File: config.mk
export PLATFORM = sky130hd
export DESIGN_NAME = cpuCore
export DESIGN_NICKNAME = d
export VERILOG_FILES = /design/src/rtl/cpuPkg.sv /design/src/rtl/regFile.sv /design/src/rtl/fetchStage.sv /design/src/rtl/decodeStage.sv /design/src/rtl/hazardUnit.sv /design/src/rtl/executeStage.sv /design/src/rtl/memWbStage.sv /design/src/rtl/cpuCore.sv
export SDC_FILE = /design/constraint.sdc
export NUM_CORES = 1
export LEC_CHECK = 0
export BUFFER_PORTS_ARGS = -buffer_cell sky130_fd_sc_hd__buf_4
export CAP_MARGIN = 25
export CORE_MARGIN = 2
export CORE_UTILIZATION = 45
export DETAILED_ROUTE_END_ITERATION = 8
export GPL_TIMING_DRIVEN = 0
export HOLD_SLACK_MARGIN = 0.03
export PLACE_DENSITY = 0.67
export SKIP_CTS_REPAIR_TIMING = 1
export SYNTH_ARGS = -nofsm -noshare
export SYNTH_HDL_FRONTEND = slang
export SYNTH_HIERARCHICAL = 1
export SYNTH_SLANG_ARGS = --single-unit
File: constraint.sdc
create_clock -name clk -period 6.1 [get_ports clk]
set_clock_uncertainty 0.2 [all_clocks]
set_input_delay 1.22 -clock clk [delete_from_list [all_inputs] [get_ports clk]]
set_output_delay 1.22 -clock clk [all_outputs]
set_load 0.01 [all_outputs]
File: src/rtl/cpuPkg.sv
package cpuPkg;

    typedef logic [15:0] wordT;
    typedef logic [1:0] regIdxT;

    typedef enum logic [3:0] {
        opBne   = 4'd0,
        opBeq   = 4'd1,
        opAdi   = 4'd4,
        opLwd   = 4'd7,
        opSwd   = 4'd8,
        opJmp   = 4'd9,
        opRtype = 4'd15
    } opcodeT;

    typedef enum logic [5:0] {
        funcAdd = 6'd0,
        funcSub = 6'd1,
        funcAnd = 6'd2,
        funcOrr = 6'd3,
        funcWwd = 6'd28,
        funcHlt = 6'd29
    } funcT;

    typedef enum logic [1:0] {aluAdd, aluSub, aluAnd, aluOr} aluOpT;

    typedef enum logic [1:0] {fwdReg, fwdMem, fwdWb} fwdSelT;

    typedef struct packed {
        wordT pc;
        wordT instr;
        logic valid;
    } ifIdT;

    typedef struct packed {
        logic  regWrite;
        logic  memRead;
        logic  memWrite;
        logic  memToReg;
        logic  aluSrcImm;
        logic  isWwd;
        logic  isHalt;
        aluOpT aluOp;
    } ctrlT;

    typedef struct packed {
        ctrlT   ctrl;
        regIdxT rs;
        regIdxT rt;
        regIdxT dest;
        wordT   rsVal;
        wordT   rtVal;
        wordT   imm;
        logic   valid;
    } idExT;

    typedef struct packed {
        logic   regWrite;
        logic   memRead;
        logic   memWrite;
        logic   memToReg;
        logic   isWwd;
        logic   isHalt;
        wordT   aluRes;     // also the data address
        wordT   storeData;
        wordT   wwdVal;
        regIdxT dest;
        logic   valid;
    } exMemT;

    typedef struct packed {
        logic   regWrite;
        logic   memToReg;
        logic   isWwd;
        logic   isHalt;
        wordT   loadData;
        wordT   aluRes;
        wordT   wwdVal;
        regIdxT dest;
        logic   valid;
    } memWbT;

    // value written back, shared by WB and the EX forward path
    function automatic wordT wbValue(memWbT w);
        return w.memToReg ? w.loadData : w.aluRes;
    endfunction

endpackage

File: src/rtl/regFile.sv
module regFile import cpuPkg::*; (
    input  logic   clk,
    input  logic   rst,
    input  regIdxT rs,
    input  regIdxT rt,
    input  logic   wbEn,
    input  regIdxT wbIdx,
    input  wordT   wbData,
    output wordT   rdA,
    output wordT   rdB
);

    wordT regs [4];

    // write-first bypass
    assign rdA = (wbEn && wbIdx == rs) ? wbData : regs[rs];
    assign rdB = (wbEn && wbIdx == rt) ? wbData : regs[rt];

    always_ff @(posedge clk) begin
        if (rst) begin
            for (int i = 0; i < 4; i++)
                regs[i] <= '0;
        end else if (wbEn) begin
            regs[wbIdx] <= wbData;
        end
    end

endmodule

File: src/rtl/fetchStage.sv
module fetchStage import cpuPkg::*; #(
    parameter wordT resetPc = '0
) (
    input  logic clk,
    input  logic rst,
    input  logic stall,
    input  logic redirect,
    input  wordT redirectPc,
    input  logic haltSeen,
    input  wordT instrData,
    output logic instrRead,
    output wordT instrAddr,
    output ifIdT ifId
);

    wordT pc;
    logic fetchOn;  // low for the first cycle out of reset

    assign instrRead = fetchOn && !haltSeen;
    assign instrAddr = pc;

    always_ff @(posedge clk) begin
        if (rst) begin
            pc <= resetPc;
            fetchOn <= 1'b0;
            ifId <= '0;
        end else begin
            fetchOn <= 1'b1;
            if (redirect) begin
                pc <= redirectPc;
                ifId.valid <= 1'b0;     // flush the slot fetched behind the branch
            end else if (stall) begin
                // hold pc and ifId
            end else if (!instrRead) begin
                ifId.valid <= 1'b0;
            end else begin
                ifId.pc <= pc;
                ifId.instr <= instrData;
                ifId.valid <= 1'b1;
                pc <= pc + 16'd1;
            end
        end
    end

    // a held decode slot waits at most two cycles for its operands
    assert property (@(posedge clk) disable iff (rst) (stall && $past(stall)) |=> !stall)
        else $error("fetch frozen for more than two cycles");

endmodule

File: src/rtl/decodeStage.sv
module decodeStage import cpuPkg::*; (
    input  logic   clk,
    input  logic   rst,
    input  ifIdT   ifId,
    input  logic   stall,
    input  wordT   rdA,
    input  wordT   rdB,
    output regIdxT rs,
    output regIdxT rt,
    output idExT   idEx,
    output logic   redirect,
    output wordT   redirectPc,
    output logic   haltSeen
);

    opcodeT opcode;
    funcT   func;
    regIdxT rdIdx;
    regIdxT dest;
    wordT   imm;
    wordT   pcPlus1;
    ctrlT   ctrl;
    logic   isBranch, isJump, taken, hltNow, haltReg;

    assign opcode = opcodeT'(ifId.instr[15:12]);
    assign func = funcT'(ifId.instr[5:0]);
    assign rs = ifId.instr[11:10];
    assign rt = ifId.instr[9:8];
    assign rdIdx = ifId.instr[7:6];
    assign imm = {{8{ifId.instr[7]}}, ifId.instr[7:0]};
    assign pcPlus1 = ifId.pc + 16'd1;

    always_comb begin
        ctrl = '0;
        dest = rdIdx;
        isBranch = 1'b0;
        isJump = 1'b0;
        case (opcode)
            opRtype: begin
                case (func)
                    funcAdd: begin ctrl.regWrite = 1'b1; ctrl.aluOp = aluAdd; end
                    funcSub: begin ctrl.regWrite = 1'b1; ctrl.aluOp = aluSub; end
                    funcAnd: begin ctrl.regWrite = 1'b1; ctrl.aluOp = aluAnd; end
                    funcOrr: begin ctrl.regWrite = 1'b1; ctrl.aluOp = aluOr; end
                    funcWwd: ctrl.isWwd = 1'b1;
                    funcHlt: ctrl.isHalt = 1'b1;
                    default: ;
                endcase
            end
            opAdi: begin
                ctrl.regWrite = 1'b1;
                ctrl.aluSrcImm = 1'b1;
                dest = rt;
            end
            opLwd: begin
                ctrl.regWrite = 1'b1;
                ctrl.memRead = 1'b1;
                ctrl.memToReg = 1'b1;
                ctrl.aluSrcImm = 1'b1;
                dest = rt;
            end
            opSwd: begin
                ctrl.memWrite = 1'b1;
                ctrl.aluSrcImm = 1'b1;
            end
            opBne, opBeq: isBranch = 1'b1;
            opJmp: isJump = 1'b1;
            default: ;
        endcase
    end

    // branch target is pc+1+imm, jump keeps the top nibble of pc+1
    assign taken = isBranch && ((opcode == opBeq) == (rdA == rdB));
    assign redirect = ifId.valid && !stall && (isJump || taken);
    assign redirectPc = isJump ? {pcPlus1[15:12], ifId.instr[11:0]} : pcPlus1 + imm;

    assign hltNow = ifId.valid && !stall && ctrl.isHalt;
    assign haltSeen = haltReg || hltNow;

    always_ff @(posedge clk) begin
        if (rst) begin
            haltReg <= 1'b0;
            idEx <= '0;
        end else begin
            if (hltNow)
                haltReg <= 1'b1;
            if (stall || !ifId.valid) begin
                idEx <= '0;     // bubble
            end else begin
                idEx.ctrl <= ctrl;
                idEx.rs <= rs;
                idEx.rt <= rt;
                idEx.dest <= dest;
                idEx.rsVal <= rdA;
                idEx.rtVal <= rdB;
                idEx.imm <= imm;
                idEx.valid <= 1'b1;
            end
        end
    end

    // fetch must only feed bubbles once HLT has gone through decode
    assert property (@(posedge clk) disable iff (rst) haltReg |-> !ifId.valid)
        else $error("valid instruction in decode after halt");

endmodule

File: src/rtl/hazardUnit.sv
module hazardUnit import cpuPkg::*; (
    input  ifIdT   ifId,
    input  idExT   idEx,
    input  exMemT  exMem,
    input  memWbT  memWb,
    output logic   stall,
    output fwdSelT fwdA,
    output fwdSelT fwdB
);

    opcodeT op;
    regIdxT rs, rt;
    logic   isBranch, usesRs, usesRt, loadUse, branchStall, exHit, memHit;

    assign op = opcodeT'(ifId.instr[15:12]);
    assign rs = ifId.instr[11:10];
    assign rt = ifId.instr[9:8];
    assign isBranch = (op == opBne) || (op == opBeq);
    assign usesRs = (op != opJmp);
    assign usesRt = (op == opRtype) || (op == opSwd) || isBranch;

    function automatic logic srcHit(regIdxT d, regIdxT s, regIdxT t, logic useS, logic useT);
        return (useS && d == s) || (useT && d == t);
    endfunction

    function automatic fwdSelT pickFwd(regIdxT src, exMemT m, memWbT w);
        if (m.valid && m.regWrite && m.dest == src)
            return fwdMem;      // youngest producer wins
        if (w.valid && w.regWrite && w.dest == src)
            return fwdWb;
        return fwdReg;
    endfunction

    assign exHit = srcHit(idEx.dest, rs, rt, usesRs, usesRt);
    assign memHit = srcHit(exMem.dest, rs, rt, usesRs, usesRt);

    assign loadUse = ifId.valid && idEx.valid && idEx.ctrl.memRead && exHit;
    assign branchStall = ifId.valid && isBranch &&
        ((idEx.valid && idEx.ctrl.regWrite && exHit) ||
         (exMem.valid && exMem.regWrite && memHit));

    assign stall = loadUse || branchStall;
    assign fwdA = pickFwd(idEx.rs, exMem, memWb);
    assign fwdB = pickFwd(idEx.rt, exMem, memWb);

endmodule

File: src/rtl/executeStage.sv
module executeStage import cpuPkg::*; (
    input  logic   clk,
    input  logic   rst,
    input  idExT   idEx,
    input  fwdSelT fwdA,
    input  fwdSelT fwdB,
    input  memWbT  memWbFwd,
    output exMemT  exMem
);

    wordT rsFwd, rtFwd, opB, aluRes, wbFwd;

    function automatic wordT pick(fwdSelT sel, wordT regVal, wordT memVal, wordT wbVal);
        case (sel)
            fwdMem:  return memVal;
            fwdWb:   return wbVal;
            default: return regVal;
        endcase
    endfunction

    assign wbFwd = wbValue(memWbFwd);
    assign rsFwd = pick(fwdA, idEx.rsVal, exMem.aluRes, wbFwd);
    assign rtFwd = pick(fwdB, idEx.rtVal, exMem.aluRes, wbFwd);
    assign opB = idEx.ctrl.aluSrcImm ? idEx.imm : rtFwd;

    always_comb begin
        case (idEx.ctrl.aluOp)
            aluAdd:  aluRes = rsFwd + opB;
            aluSub:  aluRes = rsFwd - opB;
            aluAnd:  aluRes = rsFwd & opB;
            default: aluRes = rsFwd | opB;
        endcase
    end

    always_ff @(posedge clk) begin
        if (rst) begin
            exMem <= '0;
        end else begin
            exMem.regWrite <= idEx.ctrl.regWrite;
            exMem.memRead <= idEx.ctrl.memRead;
            exMem.memWrite <= idEx.ctrl.memWrite;
            exMem.memToReg <= idEx.ctrl.memToReg;
            exMem.isWwd <= idEx.ctrl.isWwd;
            exMem.isHalt <= idEx.ctrl.isHalt;
            exMem.aluRes <= aluRes;
            exMem.storeData <= rtFwd;
            exMem.wwdVal <= rsFwd;      // WWD prints rs
            exMem.dest <= idEx.dest;
            exMem.valid <= idEx.valid;
        end
    end

endmodule

File: src/rtl/memWbStage.sv
module memWbStage import cpuPkg::*; (
    input  logic   clk,
    input  logic   rst,
    input  exMemT  exMem,
    input  wordT   dataRdata,
    output logic   dataRead,
    output logic   dataWrite,
    output wordT   dataAddr,
    output wordT   dataWdata,
    output memWbT  memWb,
    output logic   wbEn,
    output regIdxT wbIdx,
    output wordT   wbData,
    output wordT   outputPort,
    output logic   outputValid,
    output wordT   numInst,
    output logic   halted
);

    assign dataRead = exMem.valid && exMem.memRead;
    assign dataWrite = exMem.valid && exMem.memWrite;
    assign dataAddr = exMem.aluRes;
    assign dataWdata = exMem.storeData;

    assign wbEn = memWb.valid && memWb.regWrite;
    assign wbIdx = memWb.dest;
    assign wbData = wbValue(memWb);

    always_ff @(posedge clk) begin
        if (rst) begin
            memWb <= '0;
            outputValid <= 1'b0;
            outputPort <= '0;
            numInst <= '0;
            halted <= 1'b0;
        end else begin
            memWb <= '{exMem.regWrite, exMem.memToReg, exMem.isWwd, exMem.isHalt,
                       dataRdata, exMem.aluRes, exMem.wwdVal, exMem.dest, exMem.valid};
            outputValid <= memWb.valid && memWb.isWwd;
            if (memWb.valid && memWb.isWwd)
                outputPort <= memWb.wwdVal;
            if (memWb.valid)
                numInst <= numInst + 16'd1;     // retire count, HLT included
            if (memWb.valid && memWb.isHalt)
                halted <= 1'b1;
        end
    end

    assert property (@(posedge clk) disable iff (rst) !(dataRead && dataWrite))
        else $error("load and store in MEM at once");

endmodule

File: src/rtl/cpuCore.sv
module cpuCore import cpuPkg::*; #(
    parameter wordT resetPc = '0
) (
    input  logic clk,
    input  logic rst,
    // instruction port
    output logic instrRead,
    output wordT instrAddr,
    input  wordT instrData,
    // data port
    output logic dataRead,
    output logic dataWrite,
    output wordT dataAddr,
    output wordT dataWdata,
    input  wordT dataRdata,
    // debug
    output wordT outputPort,
    output logic outputValid,
    output wordT numInst,
    output logic halted
);

    ifIdT   ifId;
    idExT   idEx;
    exMemT  exMem;
    memWbT  memWb;
    logic   stall;
    fwdSelT fwdA, fwdB;
    logic   redirect, haltSeen;
    wordT   redirectPc;
    regIdxT rs, rt, wbIdx;
    wordT   rdA, rdB, wbData;
    logic   wbEn;

    fetchStage #(.resetPc(resetPc)) fetch (
        .clk, .rst, .stall, .redirect, .redirectPc, .haltSeen,
        .instrData, .instrRead, .instrAddr, .ifId
    );

    decodeStage decode (
        .clk, .rst, .ifId, .stall, .rdA, .rdB, .rs, .rt,
        .idEx, .redirect, .redirectPc, .haltSeen
    );

    regFile regs (
        .clk, .rst, .rs, .rt, .wbEn, .wbIdx, .wbData, .rdA, .rdB
    );

    hazardUnit hazard (
        .ifId, .idEx, .exMem, .memWb, .stall, .fwdA, .fwdB
    );

    executeStage execute (
        .clk, .rst, .idEx, .fwdA, .fwdB, .memWbFwd(memWb), .exMem
    );

    memWbStage memWbSt (
        .clk, .rst, .exMem, .dataRdata, .dataRead, .dataWrite, .dataAddr,
        .dataWdata, .memWb, .wbEn, .wbIdx, .wbData, .outputPort,
        .outputValid, .numInst, .halted
    );

endmodule

---- Word-level counts from Yosys, hierarchy flattened ----
Memory sizes are Yosys's and may differ from the RTL's. A register that Yosys moved wholly into a read port is not among the register bits.
Index checks and enable logic that the tools add are counted.
storage, ports and cells
  input bits .............................. 34
  register bits ........................... 251
  output and inout port bits .............. 85
  memories kept ........................... 1
  memory bits (writable) .................. 64
memory list
  memory     depth  bits a word  read ports  clocked after memory_dff  wr ports  RTL line       RTL
  regs.regs  4      16           2           2                         4         regFile.sv:13  wordT regs [4];
cells by class
  bitwise logic cells ..................... 5
  reductions and logical operators ........ 56
  eq/ne operators ......................... 31
  mux-type cells .......................... 52
  add/subtract/negate cells ............... 6
operator list
  operator                                       number
  two-way mux 16 bit                             9
  one-hot mux 16 bit (2 select lines)            2
  adder 16 x 1 -> 16 bit, second input constant  3
  one-hot mux 16 bit (3 select lines)            1
  adder 16 bit                                   2
  logical AND 1 bit                              29
  two-way mux 2 bit                              14
  two-way mux 1 bit                              23
  == test 2 bit                                  10
  bitwise AND 16 bit                             1
  == test 16 bit                                 1
  OR 16 bit                                      1
  OR reduction 16 bit                            1
  subtractor 16 bit                              1
  == test 4 bit, second input constant           3
  == test 6 x 2 -> 1 bit, second input constant  2
  == test 6 x 5 -> 1 bit, second input constant  2
  logical OR 1 bit                               10
  == test 4 x 3 -> 1 bit, second input constant  2
  OR reduction 2 bit                             4
  == test 2 x 1 -> 1 bit, second input constant  3
  == test 2 bit, second input constant           3
  == test 6 x 1 -> 1 bit, second input constant  1
  logical NOT 6 bit                              1
  other kinds (16)                               21

---- Longest topological paths before layout ----
Gate-level depths: netlist of the first run.
  word-level depth ........................ 18
  depth in mapped cells ................... 24
  depth with buffers taken out ............ 23

---- Hierarchy ----
The synthesis of the first run kept the hierarchy.
modules (own cells, without submodules)
  module        cells an instance  sequential area each (um^2)  instances  area an instance (um^2)
  executeStage  513                1141.1                       1          4103.9
  regFile       221                1921.8                       1          3812.4
  memWbStage    331                1781.7                       1          3270.6
  decodeStage   345                1121.1                       1          3110.5
  fetchStage    248                1001.0                       1          2044.5
  hazardUnit    41                 0.0                          1          281.5

---- Least setup slack after synthesis of the first run ----
OpenSTA, ideal clock, no wires.
  path type ............................... register -> register
  from .................................... register, netlist name execute/exMem[2]
  to ...................................... register, netlist name execute/exMem[50]
  period minus slack after synthesis ...... 5248 ps
  library setup time ...................... 84 ps
  data arrival time ....................... 4964 ps
  cell stages (with the launch flop) ...... 23
  path slack .............................. 852 ps
  cells stage by stage .................... dfxtp_1 -> xor2_1 -> nor3_1 -> nor4_1 -> ha_1 -> buf_2 -> nand2_1 -> o22ai_1 -> a221oi_2 -> ha_1 -> nand3b_1 -> or4_1 -> nor2_1 -> a21oi_1 -> xnor2_1 -> ha_1 -> and3_1 -> a221oi_1 -> o211ai_1 -> a41o_1 -> o31ai_1 -> a211oi_1 -> o31ai_2
on the way
  longest elaborated chain between the ends .. 9
  elaborated cells on any way between the ends .. 20
  those cells by class .................... 2 x add/sub; 6 x eq/ne; 8 x mux; 2 x bitwise; 2 x reduce/logical
RTL lines
  item                                                            RTL line            RTL
  == test 2 bit *                                                 hazardUnit.sv:27    if (m.valid && m.regWrite && m.dest == src)
  logical AND 1 bit *                                             hazardUnit.sv:27
  two-way mux 1 bit *                                             hazardUnit.sv:27
  two-way mux 2 bit *                                             hazardUnit.sv:29    if (w.valid && w.regWrite && w.dest == src)
  named net fwdB[0]                                               cpuCore.sv:28       fwdSelT fwdA, fwdB;
  == test 2 bit / == test 2 x 1 -> 1 bit (equally long branches)  executeStage.sv:14  case (sel)
  one-hot mux 16 bit (2 select lines) *                           executeStage.sv:14
  two-way mux 16 bit *                                            executeStage.sv:24  assign opB = idEx.ctrl.aluSrcImm ? idEx.imm : rtFwd;
  subtractor 16 bit, or another cell as far along                 executeStage.sv:29  aluSub: aluRes = rsFwd - opB;
  one-hot mux 16 bit (3 select lines) *                           executeStage.sv:27  case (idEx.ctrl.aluOp)
The timed path passes the listed nets; every way through them passes the cells marked *.
A chain may end at the register's enable or synchronous reset.

---- Final worst setup path of the first run ----
  from .................................... register, netlist name execute/exMem[2]
  to ...................................... register, netlist name execute/exMem[50]
on the way
  longest elaborated chain between the ends .. 9
  elaborated cells on any way between the ends .. 20
  those cells by class .................... 2 x add/sub; 6 x eq/ne; 8 x mux; 2 x bitwise; 2 x reduce/logical
RTL lines
  item                                                            RTL line
  == test 2 bit *                                                 hazardUnit.sv:27
  logical AND 1 bit *                                             hazardUnit.sv:27
  two-way mux 1 bit *                                             hazardUnit.sv:27
  two-way mux 2 bit *                                             hazardUnit.sv:29
  named net fwdB[0]                                               cpuCore.sv:28
  == test 2 bit / == test 2 x 1 -> 1 bit (equally long branches)  executeStage.sv:14
  one-hot mux 16 bit (2 select lines) *                           executeStage.sv:14
  two-way mux 16 bit *                                            executeStage.sv:24
  subtractor 16 bit, or another cell as far along                 executeStage.sv:29
  one-hot mux 16 bit (3 select lines) *                           executeStage.sv:27
Marks and branches as above.

==> results of run 1 <==
==> worst max-delay path, cell delays in order, from the launching register on <==
cell and delay (ns):
dfxtp_4 0.38, xor2_2 0.19, nor3_4 0.28, inv_1 0.12, ha_2 0.40, or2_1 0.13, buf_2 0.24, o22ai_1 0.11
a221oi_2 0.30, ha_1 0.24, nand3b_1 0.11, or4_1 0.58, nor2_1 0.16, a21oi_1 0.11, xnor2_1 0.17, ha_1 0.34
and3_1 0.23, a221oi_1 0.31, o211ai_1 0.21, a41o_1 0.30, o31ai_2 0.29, a211oi_1 0.14, o31ai_2 0.29
==> per-layer routing <==
metal / routed length (um) / vias to the layer above / track usage, % / share of wire, %
met5: 0 / - / 0 / 0
met4: 1047 / 0 / 6.790 / 2.4
met3: 2306 / 66 / 2.940 / 5.2
met2: 20420 / 372 / 37.30 / 46
met1: 20310 / 6046 / 30.79 / 46
li1: - / 6268 / - / -
==> sequential cells by signal, indices dropped and copies added, names as in the netlist <==
register	count
regs/regs	64
memWbSt/outputValid	1
decode/haltReg	1
memWbSt/outputPort	16
memWbSt/memWb	53
memWbSt/numInst	16
memWbSt/wbIdx	2
execute/exMem	57
fetch/fetchOn	1
fetch/instrAddr	16
decode/idEx	55
fetch/ifId	33
memWbSt/halted	1
==> power by group through the flow <==
stage               combinational (W)  clock, W  sequential, W
detailed placement           0.000700         0        0.00238
global placement             0.000691         0        0.00237
floorplan                    0.000499         0        0.00232
global route                 0.000773   0.00214        0.00234
CTS                          0.000705   0.00206        0.00233
finish                       0.000710   0.00202        0.00233
==> final timing paths <==
| path | end | slack [ns] | cells past startpoint |
|---|---|---|---|
| worst min-delay path | memWbSt/memWb[11] | 0.23 | 1 |
| worst max register to register | execute/exMem[50] | 0.16 | 22 |
| worst min register to register | memWbSt/memWb[11] | 0.23 | 1 |
| worst max-delay path | execute/exMem[50] | 0.16 | 22 |
==> kinds of logic (layout without fill, tap and decap cells) <==
logic type	count (synthesis)	count (layout)	synth area share, %
adders and majority gates	54	54	4.095
other	0	2	0
buffers and inverters	163	348	5.314
DFF	316	316	41.91
xor gates and xnor gates	108	108	5.803
AOI/OAI and AO/OA	301	301	11.54
muxes	114	114	10.95
and+or+nand+nor	643	643	20.39
==> per-stage QoR <==
| step | std cells | cell area (um2) | setup slack [ns] | utilization (%) |
|---|---|---|---|---|
| floorplan | 1699 | 16620 | 0.8521 | - |
| global placement | 2285 | 18090 | -0.06710 | 49.54 |
| detailed placement | 2286 | 18100 | -0.07889 | 49.56 |
| CTS | 2349 | 19220 | -0.1436 | 52.62 |
| global route | 2352 | 19290 | -0.004775 | 52.83 |
| finish | 2354 | 19300 | 0.1595 | 52.84 |
==> synthesized netlist by cell type, types with 47 or more instances <==
cell        n  share of area [%]
nor2b_1    85                3.2
ha_1       48                3.6
a21oi_1    96                2.9
buf_4      47                2.1
nor2_1     90                2.0
xnor2_1    60                3.2
and2_1    117                4.4
edfxtp_1   64                 12
clkbuf_1   61                1.4
xor2_1     47                2.5
nand2_1   198                4.5
dfxtp_1   252                 30
o21ai_0    77                2.3
==> final cells by class <==
type | count | share of cell area [%]
multi-input cells | 1220 | 45.71
flip-flops and latches | 316 | 36.13
clock buffers | 46 | 5.187
repair buffers | 122 | 4.733
plain buffers | 133 | 3.994
well taps | 468 | 3.034
clock inverters | 17 | 0.6030
inverters | 30 | 0.5835
diodes | 2 | 0.02593
==> placed cells by master (no fill, tap or decap), types with 7 or more instances in the layout <==
| master | n |
|---|---|
| mux2_2 | 44 |
| nand4_1 | 22 |
| o22ai_1 | 12 |
| edfxtp_1 | 64 |
| nor4_1 | 14 |
| a21oi_1 | 96 |
| buf_2 | 12 |
| a22oi_1 | 14 |
| o21ai_0 | 77 |
| nand3_1 | 23 |
| a211oi_1 | 16 |
| nand2_1 | 198 |
| a21o_1 | 12 |
| a221oi_1 | 7 |
| xor2_1 | 45 |
| or2_2 | 8 |
| and3_1 | 8 |
| nand2b_1 | 11 |
| mux2i_1 | 12 |
| nor2b_1 | 85 |
| buf_4 | 168 |
| a221o_1 | 8 |
| clkbuf_16 | 38 |
| mux4_1 | 27 |
| nor2_1 | 90 |
| xnor2_1 | 60 |
| inv_1 | 28 |
| clkbuf_1 | 67 |
| ha_1 | 47 |
| dfxtp_1 | 250 |
| nor3_1 | 23 |
| mux2_4 | 24 |
| and2_1 | 117 |
==> metrics, run 1 <==
crit path launch execute/exMem[2]; Starting Density 45.52%; hold_sp execute/exMem[11]; H-Tree Depth 2; r2r startpoint execute/exMem[2]; Worst Path Arrival 6.16 ns; Mean Syn Cell Area 9.784 um2; Max Clk Rate 168.3 MHz; Crit. End Element flop; Filler cells 3267; status finished, final reports clean; Iter 0 DRT Violations 821; Peak VDD IR 0.1832 mV; Final HPWL DP 34.41 mm; Main synth FF type dfxtp_1; CTS root buf clkbuf_16; Clock Tree Buf Depth 3; cell-internal power 0.003728 W; TNS Setup 0 ns; Die X 196.2 um; vias in the first global route 12350; #FFs+latches synth 316; Worst Tran Pin Value 0.7890 ns; first-pass GRT wire length 68.36 mm; FF+latch area 0.006972 mm2; switching part of the total 26.39%; Routed WL per cell 18.73 um; Die ar. 0.03849 mm2; Detailed Routing Iterations Pass 1 5; Yosys cell types 89; max-cap violations 0; Seq/Total Area, Yosys 41.91%; Leakage 7.810 nW; DR vias 12750; share of cells above drive strength 1 19.11%; EDFF count, synth 64; chip height 196.2 um; area grow syn2layout 16.09%; CP required 6.32 ns; largest net degree at the start of global routing 18; Site Rows 70; initial antenna violation count 2; number of clock buffers inserted by TritonCTS 35; total power per unit cell area 262.5 mW/mm2; GRT overflow 0; ANT nets after route 0; final hold violation count 0; Ys Warns 6; Final Critical Period 5.940 ns; PortBufs 118; relative slew slack 46.84%; Startpoint Class flop; gpl congestion 0.9319; DRC 0; Crit Path Max Fanout 10; synthesized net count 1783; Post-Route WL 44.08 mm; final setup fails 0; CTS tree done; Comb power frac 14.0%; GRT Util Overall 22.54%; Mapped Area 0.01662 mm2; P_sw 0.001337 W; # IOs 119; Final Slew Violations 0; Synth Instances 1699; clk sinks 316; Sequential Power Share 46.1%; asr flop ratio synth 0%; Reg clk slew, reported paths 0.06 ns; type of the worst min-delay path flop to flop; fin crit share 97.39%; Vias/cell 5.417; Design Power 0.005065 W; crit path kind flop to flop; hold_ws 0.2330 ns; area of the multi-input gates 0.008822 mm2; clock share of power 39.9%; core area 0.03652 mm2; Layout Nets 1942; clk_lat worst skew 0.53 ns
(Power assumes the default switching activity.)
==> inputs of run 2 (changes only) <==
Settings changed: REMOVE_ABC_BUFFERS set to 1.
==> metrics, run 2 (same netlist as run 1, synthesis figures left out) <==
Post-Route WL 40.35 mm (-8.5%); status finished, final reports clean; Startpoint Class flop; max-cap violations 0 (unchanged); most flop-heavy register regs/regs; fin crit share 94.56% (-2.8 points); max reg flops 64 (unchanged); Die ar. 0.03849 mm2 (unchanged); clk_lat worst skew 0.52 ns (about the same); fin area 0.01894 mm2 (-1.9%); largest net degree at the start of global routing 132 (+114); final hold violation count 0 (unchanged); initial antenna violation count 0 (-2); CTS tree done; n_diodes 0 (-2); chip height 196.2 um (unchanged); Reg clk slew, reported paths 0.06 ns (about the same); r2r endpoint execute/exMem[50]; Final HPWL DP 28.56 mm (-17%); reg2reg setup slack 0.33 ns (+0.17 ns); Crit path largest cell delay 0.57 ns (about the same); DR vias 12400 (-2.8%); Crit Path Max Fanout 11 (+1); Final Critical Period 5.768 ns (-0.1723 ns); Clock Tree Buf Depth 3 (unchanged); hold endpoint memWbSt/memWb[5]; Die X 196.2 um (unchanged); clk sinks 316 (unchanged); share of cells above drive strength 1 17.92% (-1.2 points); type of the worst min-delay path flop to flop; commonest non-fill, non-tap cell in the layout dfxtp_1; post-place instance area 0.01750 mm2 (-3.3%); ANT nets after route 0 (unchanged); crit path kind flop to flop; first-pass GRT wire length 63.22 mm (-7.5%); number of clock buffers inserted by TritonCTS 35 (unchanged); Detailed Routing Iterations Pass 1 5 (unchanged); Routed WL per cell 18.04 um (-3.7%); dpl ws -0.9292 ns (-0.8503 ns); total power per unit cell area 273.8 mW/mm2 (+4.3%); r2r startpoint execute/exMem[1]; Vias/cell 5.544 (+2.3%); Design Power 0.005185 W (+2.4%); cells along the critical path xor2_1 -> nor3_2 -> inv_1 -> ha_4 -> nor2b_1 -> nor2b_1 -> a221oi_4 -> ha_1 -> nand3b_1 -> or4_1 -> nor2_1 -> a21oi_1 -> xnor2_1 -> ha_1 -> and3_1 -> a221oi_1 -> o211ai_1 -> a41o_1 -> o31ai_2 -> a211oi_1 -> o31ai_2; top flop regs regs/regs x64, execute/exMem x57, decode/idEx x55; Iter 0 DRT Violations 831 (+1.2%); most frequent cells in the layout dfxtp_1, nand2_1, buf_4; hold_sp execute/exMem[5]; Worst Tran Pin Value 1.120 ns (+0.3309 ns); GRT overflow 0 (unchanged); H-Tree Depth 2 (unchanged); CP required 6.33 ns (about the same); Final Slew Violations 0 (unchanged); Starting Density 45.52% (unchanged); final worst slack 0.3319 ns (+0.1723 ns); gpl congestion 0.8575 (-8.0%); Max Clk Rate 173.4 MHz (+3.0%); GRT Util Overall 20.50% (-2.0 points); Layout Nets 1827 (-5.9%); DRC 0 (unchanged); critical path's slowest cell or4_1; final setup fails 0 (unchanged); area grow syn2layout 13.92%; Leakage 7.597 nW (-2.7%); hold depth 1 (unchanged); relative slew slack 25.01% (-22 points); # IOs 119 (unchanged); Worst Path Arrival 6.00 ns (-0.16 ns); core area 0.03652 mm2 (unchanged); Final Util 51.85% (-0.99 points); PortBufs 118 (unchanged); Reg2Reg Depth 21 (-4.5%); Crit. End Element flop; Peak VDD IR 0.1480 mV (-19%); vias in the first global route 11710 (-5.2%); TNS Setup 0 ns (unchanged); CTS root buf clkbuf_16; RSZ-0062 raised after global routing false; Site Rows 70 (unchanged)
==> run 2: cell types whose count changed in the layout (fill, tap and decap cells not counted), moves of 3 or more <==
| cell | delta |
|---|---|
| clkbuf_8 | +4 |
| clkbuf_1 | -58 |
| bufinv_16 | +3 |
| buf_16 | +6 |
| buf_2 | -12 |
| dfxtp_1 | -4 |
| dfxtp_2 | +4 |
| buf_1 | -6 |
| clkinvlp_4 | -6 |
| buf_4 | -41 |
==> run 2: metrics by stage <==
stage	cells	hold WS [ns]
floorplan	1566	0.2113
global placement	2152	0.2170
finish	2237	0.2303
global route	2237	0.2431
CTS	2224	0.2354
detailed placement	2161	0.2223
==> run 2: worst max-delay path by stage <==
stage / from / endpoint / slack [ns] / depth (start not counted)
final: execute/exMem[1] / execute/exMem[50] / 0.33 / 21
after CTS: memWbSt/memWb[0] / execute/exMem[50] / -0.97 / 20
after global placement: fetch/ifId[9] / fetch/ifId[13] / -1.21 / 12
after detailed placement: memWbSt/memWb[0] / execute/exMem[50] / -0.93 / 20
after global routing: execute/exMem[1] / execute/exMem[50] / 0.01 / 21
after floorplan: execute/exMem[2] / execute/exMem[50] / 0.37 / 21
==> run 2: layout make-up <==
type                    count  area (um2)
clock buffers              53        1079
clock inverters            10       133.9
fillers                  3263       17590
inverters                  30       112.6
multi-input cells        1220        8838
flip-flops and latches    316        6977
well taps                 468       585.6
repair buffers            140        1211
==> run 2: layer usage <==
layer  vias up  GRT usage, %  wire length [um]
met2       326         32.94             18560
li1       6037             -                 -
met3        87         2.716              1935
met5         -             0                 0
met4         0         7.407              1251
met1      5951         28.32             18610
==> run 2: critical path: cells and delay by family (launching register included) <==
family / cells / cell delay, ns
XOR/XNOR: 2 / 0.33
buffers and inverters: 1 / 0.16
AND/OR/NAND/NOR: 7 / 1.76
adder cells (fa/ha/maj): 3 / 0.98
AO/OA/AOI/OAI: 8 / 1.89
flip-flops: 1 / 0.35
==> run 2: power by group <==
group          total (W)  switching (W)  internal (W)
Combinational   0.000663       0.000346      0.000317
Sequential       0.00233       0.000113       0.00222
Clock            0.00219       0.000839       0.00135
==> inputs of run 3 (changes only) <==
Settings changed: MAX_ROUTING_LAYER set to met4.
==> metrics, run 3 (same netlist as run 1, synthesis figures left out) <==
share of cells above drive strength 1 17.91% (about the same); final hold violation count 0 (unchanged); fin area 0.01885 mm2 (-0.48%); # IOs 119 (unchanged); GRT overflow 0 (unchanged); chip height 196.2 um (unchanged); area grow syn2layout 13.37%; core area 0.03652 mm2 (unchanged); Reg2Reg Depth 20 (-4.8%); r2r startpoint memWbSt/wbIdx[0]; DRT met1 WL 18.20 mm (-2.2%); Max Clk Rate 171.0 MHz (-1.4%); Post-Route WL 39.64 mm (-1.8%); status finished, final reports clean; final worst slack 0.2515 ns (-0.08039 ns); CTS tree done; Final HPWL DP 27.96 mm (-2.1%); initial antenna violation count 0 (unchanged); n_diodes 0 (unchanged); max-cap violations 0 (unchanged); Routed WL per cell 17.76 um (-1.5%); post-place instance area 0.01750 mm2 (unchanged); Peak VDD IR 0.1346 mV (-9.1%); Die ar. 0.03849 mm2 (unchanged); FF+latch area 0.006972 mm2 (about the same); clk_lat worst skew 0.52 ns (about the same); Leakage 7.551 nW (-0.61%); Starting Density 45.52% (unchanged); Filler cells 3274 (+0.34%); reg2reg setup slack 0.25 ns (-0.08 ns); first-pass GRT wire length 62.20 mm (-1.6%); crit path kind flop to flop; gpl congestion 0.8723 (+1.7%); area of the multi-input gates 0.008838 mm2 (unchanged); fin crit share 95.88% (+1.3 points); Worst Path Arrival 6.08 ns (+0.08 ns); total power per unit cell area 271.9 mW/mm2 (-0.71%); most flop-heavy register regs/regs; Top Layer Used met4; DR vias 12310 (-0.77%); ANT nets after route 0 (unchanged); Crit. End Element flop; Final Critical Period 5.849 ns (+0.08039 ns); DRC 0 (unchanged); clk sinks 316 (unchanged); Layout Nets 1823 (-0.22%); CP required 6.33 ns (about the same); Reg clk slew, reported paths 0.06 ns (about the same); dpl ws -0.8391 ns (+0.09011 ns); crit path capture execute/exMem[50]; vias in the first global route 11510 (-1.7%); commonest non-fill, non-tap cell in the layout dfxtp_1; top flop regs regs/regs x64, execute/exMem x57, decode/idEx x55; H-Tree Depth 2 (unchanged); relative slew slack 25.50% (+0.49 points); met2 WL 18.40 mm (-0.87%); Die X 196.2 um (unchanged); Detailed Routing Iterations Pass 1 5 (unchanged); Iter 0 DRT Violations 841 (+1.2%); Site Rows 70 (unchanged); most frequent cells in the layout dfxtp_1, nand2_1, buf_4; type of the worst min-delay path flop to flop; crit path launch memWbSt/wbIdx[0]; Clock Tree Buf Depth 3 (unchanged); Worst Tran Pin Value 1.111 ns (-0.008507 ns); met3 WL post-DR 1.935 mm (unchanged); largest net degree at the start of global routing 161 (+22%); Final Slew Violations 0 (unchanged); PortBufs 118 (unchanged); number of clock buffers inserted by TritonCTS 35 (unchanged); r2r endpoint execute/exMem[50]; final setup fails 0 (unchanged); max reg flops 64 (unchanged); Crit Path Max Fanout 13 (+2); Startpoint Class flop; GRT Util Overall 20.82% (+0.32 points); CTS root buf clkbuf_16; Vias/cell 5.513 (-0.55%)
==> run 3: through the flow <==
step	util (%)	setup TNS, ns	power [W]	instances	hold WS [ns]
4_1_cts	51.14	-2.407	0.005166	2223	0.2271
3_5_place_dp	47.91	-2.204	0.003016	2161	0.2218
2_1_floorplan	-	0	0.002760	1566	0.2113
3_3_place_gp	47.43	-43.60	0.002994	2152	0.2168
6_report	51.60	0	0.005124	2232	0.2238
5_1_grt	51.60	-0.03921	0.005324	2232	0.2341
==> run 3: power breakdown <==
part,switching [W],internal [W],total [W]
clock network,0.000851,0.00128,0.00213
logic,0.000341,0.000316,0.000657
registers,0.000114,0.00222,0.00233
==> run 3: area by class of cell <==
cell class / instances / share of cell area [%]
inverter: 30 / 0.5975
multi-input combinational: 1220 / 46.90
clock inverter: 16 / 0.7701
clock buffer: 46 / 5.484
sequential: 316 / 36.99
tap: 468 / 3.107
timing repair buffer: 136 / 6.148
==> run 3: worst min path at each step <==
stage | cells after the start | from | slack, ns | endpoint
detailed placement | 1 | execute/exMem[17] | 0.22 | memWbSt/memWb[17]
finish | 2 | memWbSt/memWb[10] | 0.22 | memWbSt/outputPort[7]
global placement | 1 | execute/exMem[11] | 0.22 | memWbSt/memWb[11]
floorplan | 2 | memWbSt/memWb[3] | 0.21 | memWbSt/outputPort[0]
global route | 2 | memWbSt/memWb[10] | 0.23 | memWbSt/outputPort[7]
CTS | 2 | memWbSt/memWb[10] | 0.23 | memWbSt/outputPort[7]
==> run 3: worst max-delay path, stage by stage, from the launching register on <==
cell and delay (ns):
dfxtp_1 0.57, xor2_1 0.18, nor4_4 0.41, ha_4 0.28
nor2b_1 0.14, nor2b_1 0.25, a221oi_4 0.33, ha_1 0.25
nand3b_1 0.11, or4_1 0.59, nor2_1 0.16, a21oi_1 0.10
xnor2_1 0.16, ha_1 0.34, and3_1 0.22, a221oi_1 0.29
o211ai_1 0.19, a41o_1 0.30, o31ai_2 0.25, a211oi_1 0.15
o31ai_2 0.25
==> run 3: metal layers <==
metal	vias up	GRT usage (%)
li1	6040	-
met1	5862	27.78
met2	328	32.77
met3	75	2.854
met4	0	6.874
met5	-	-
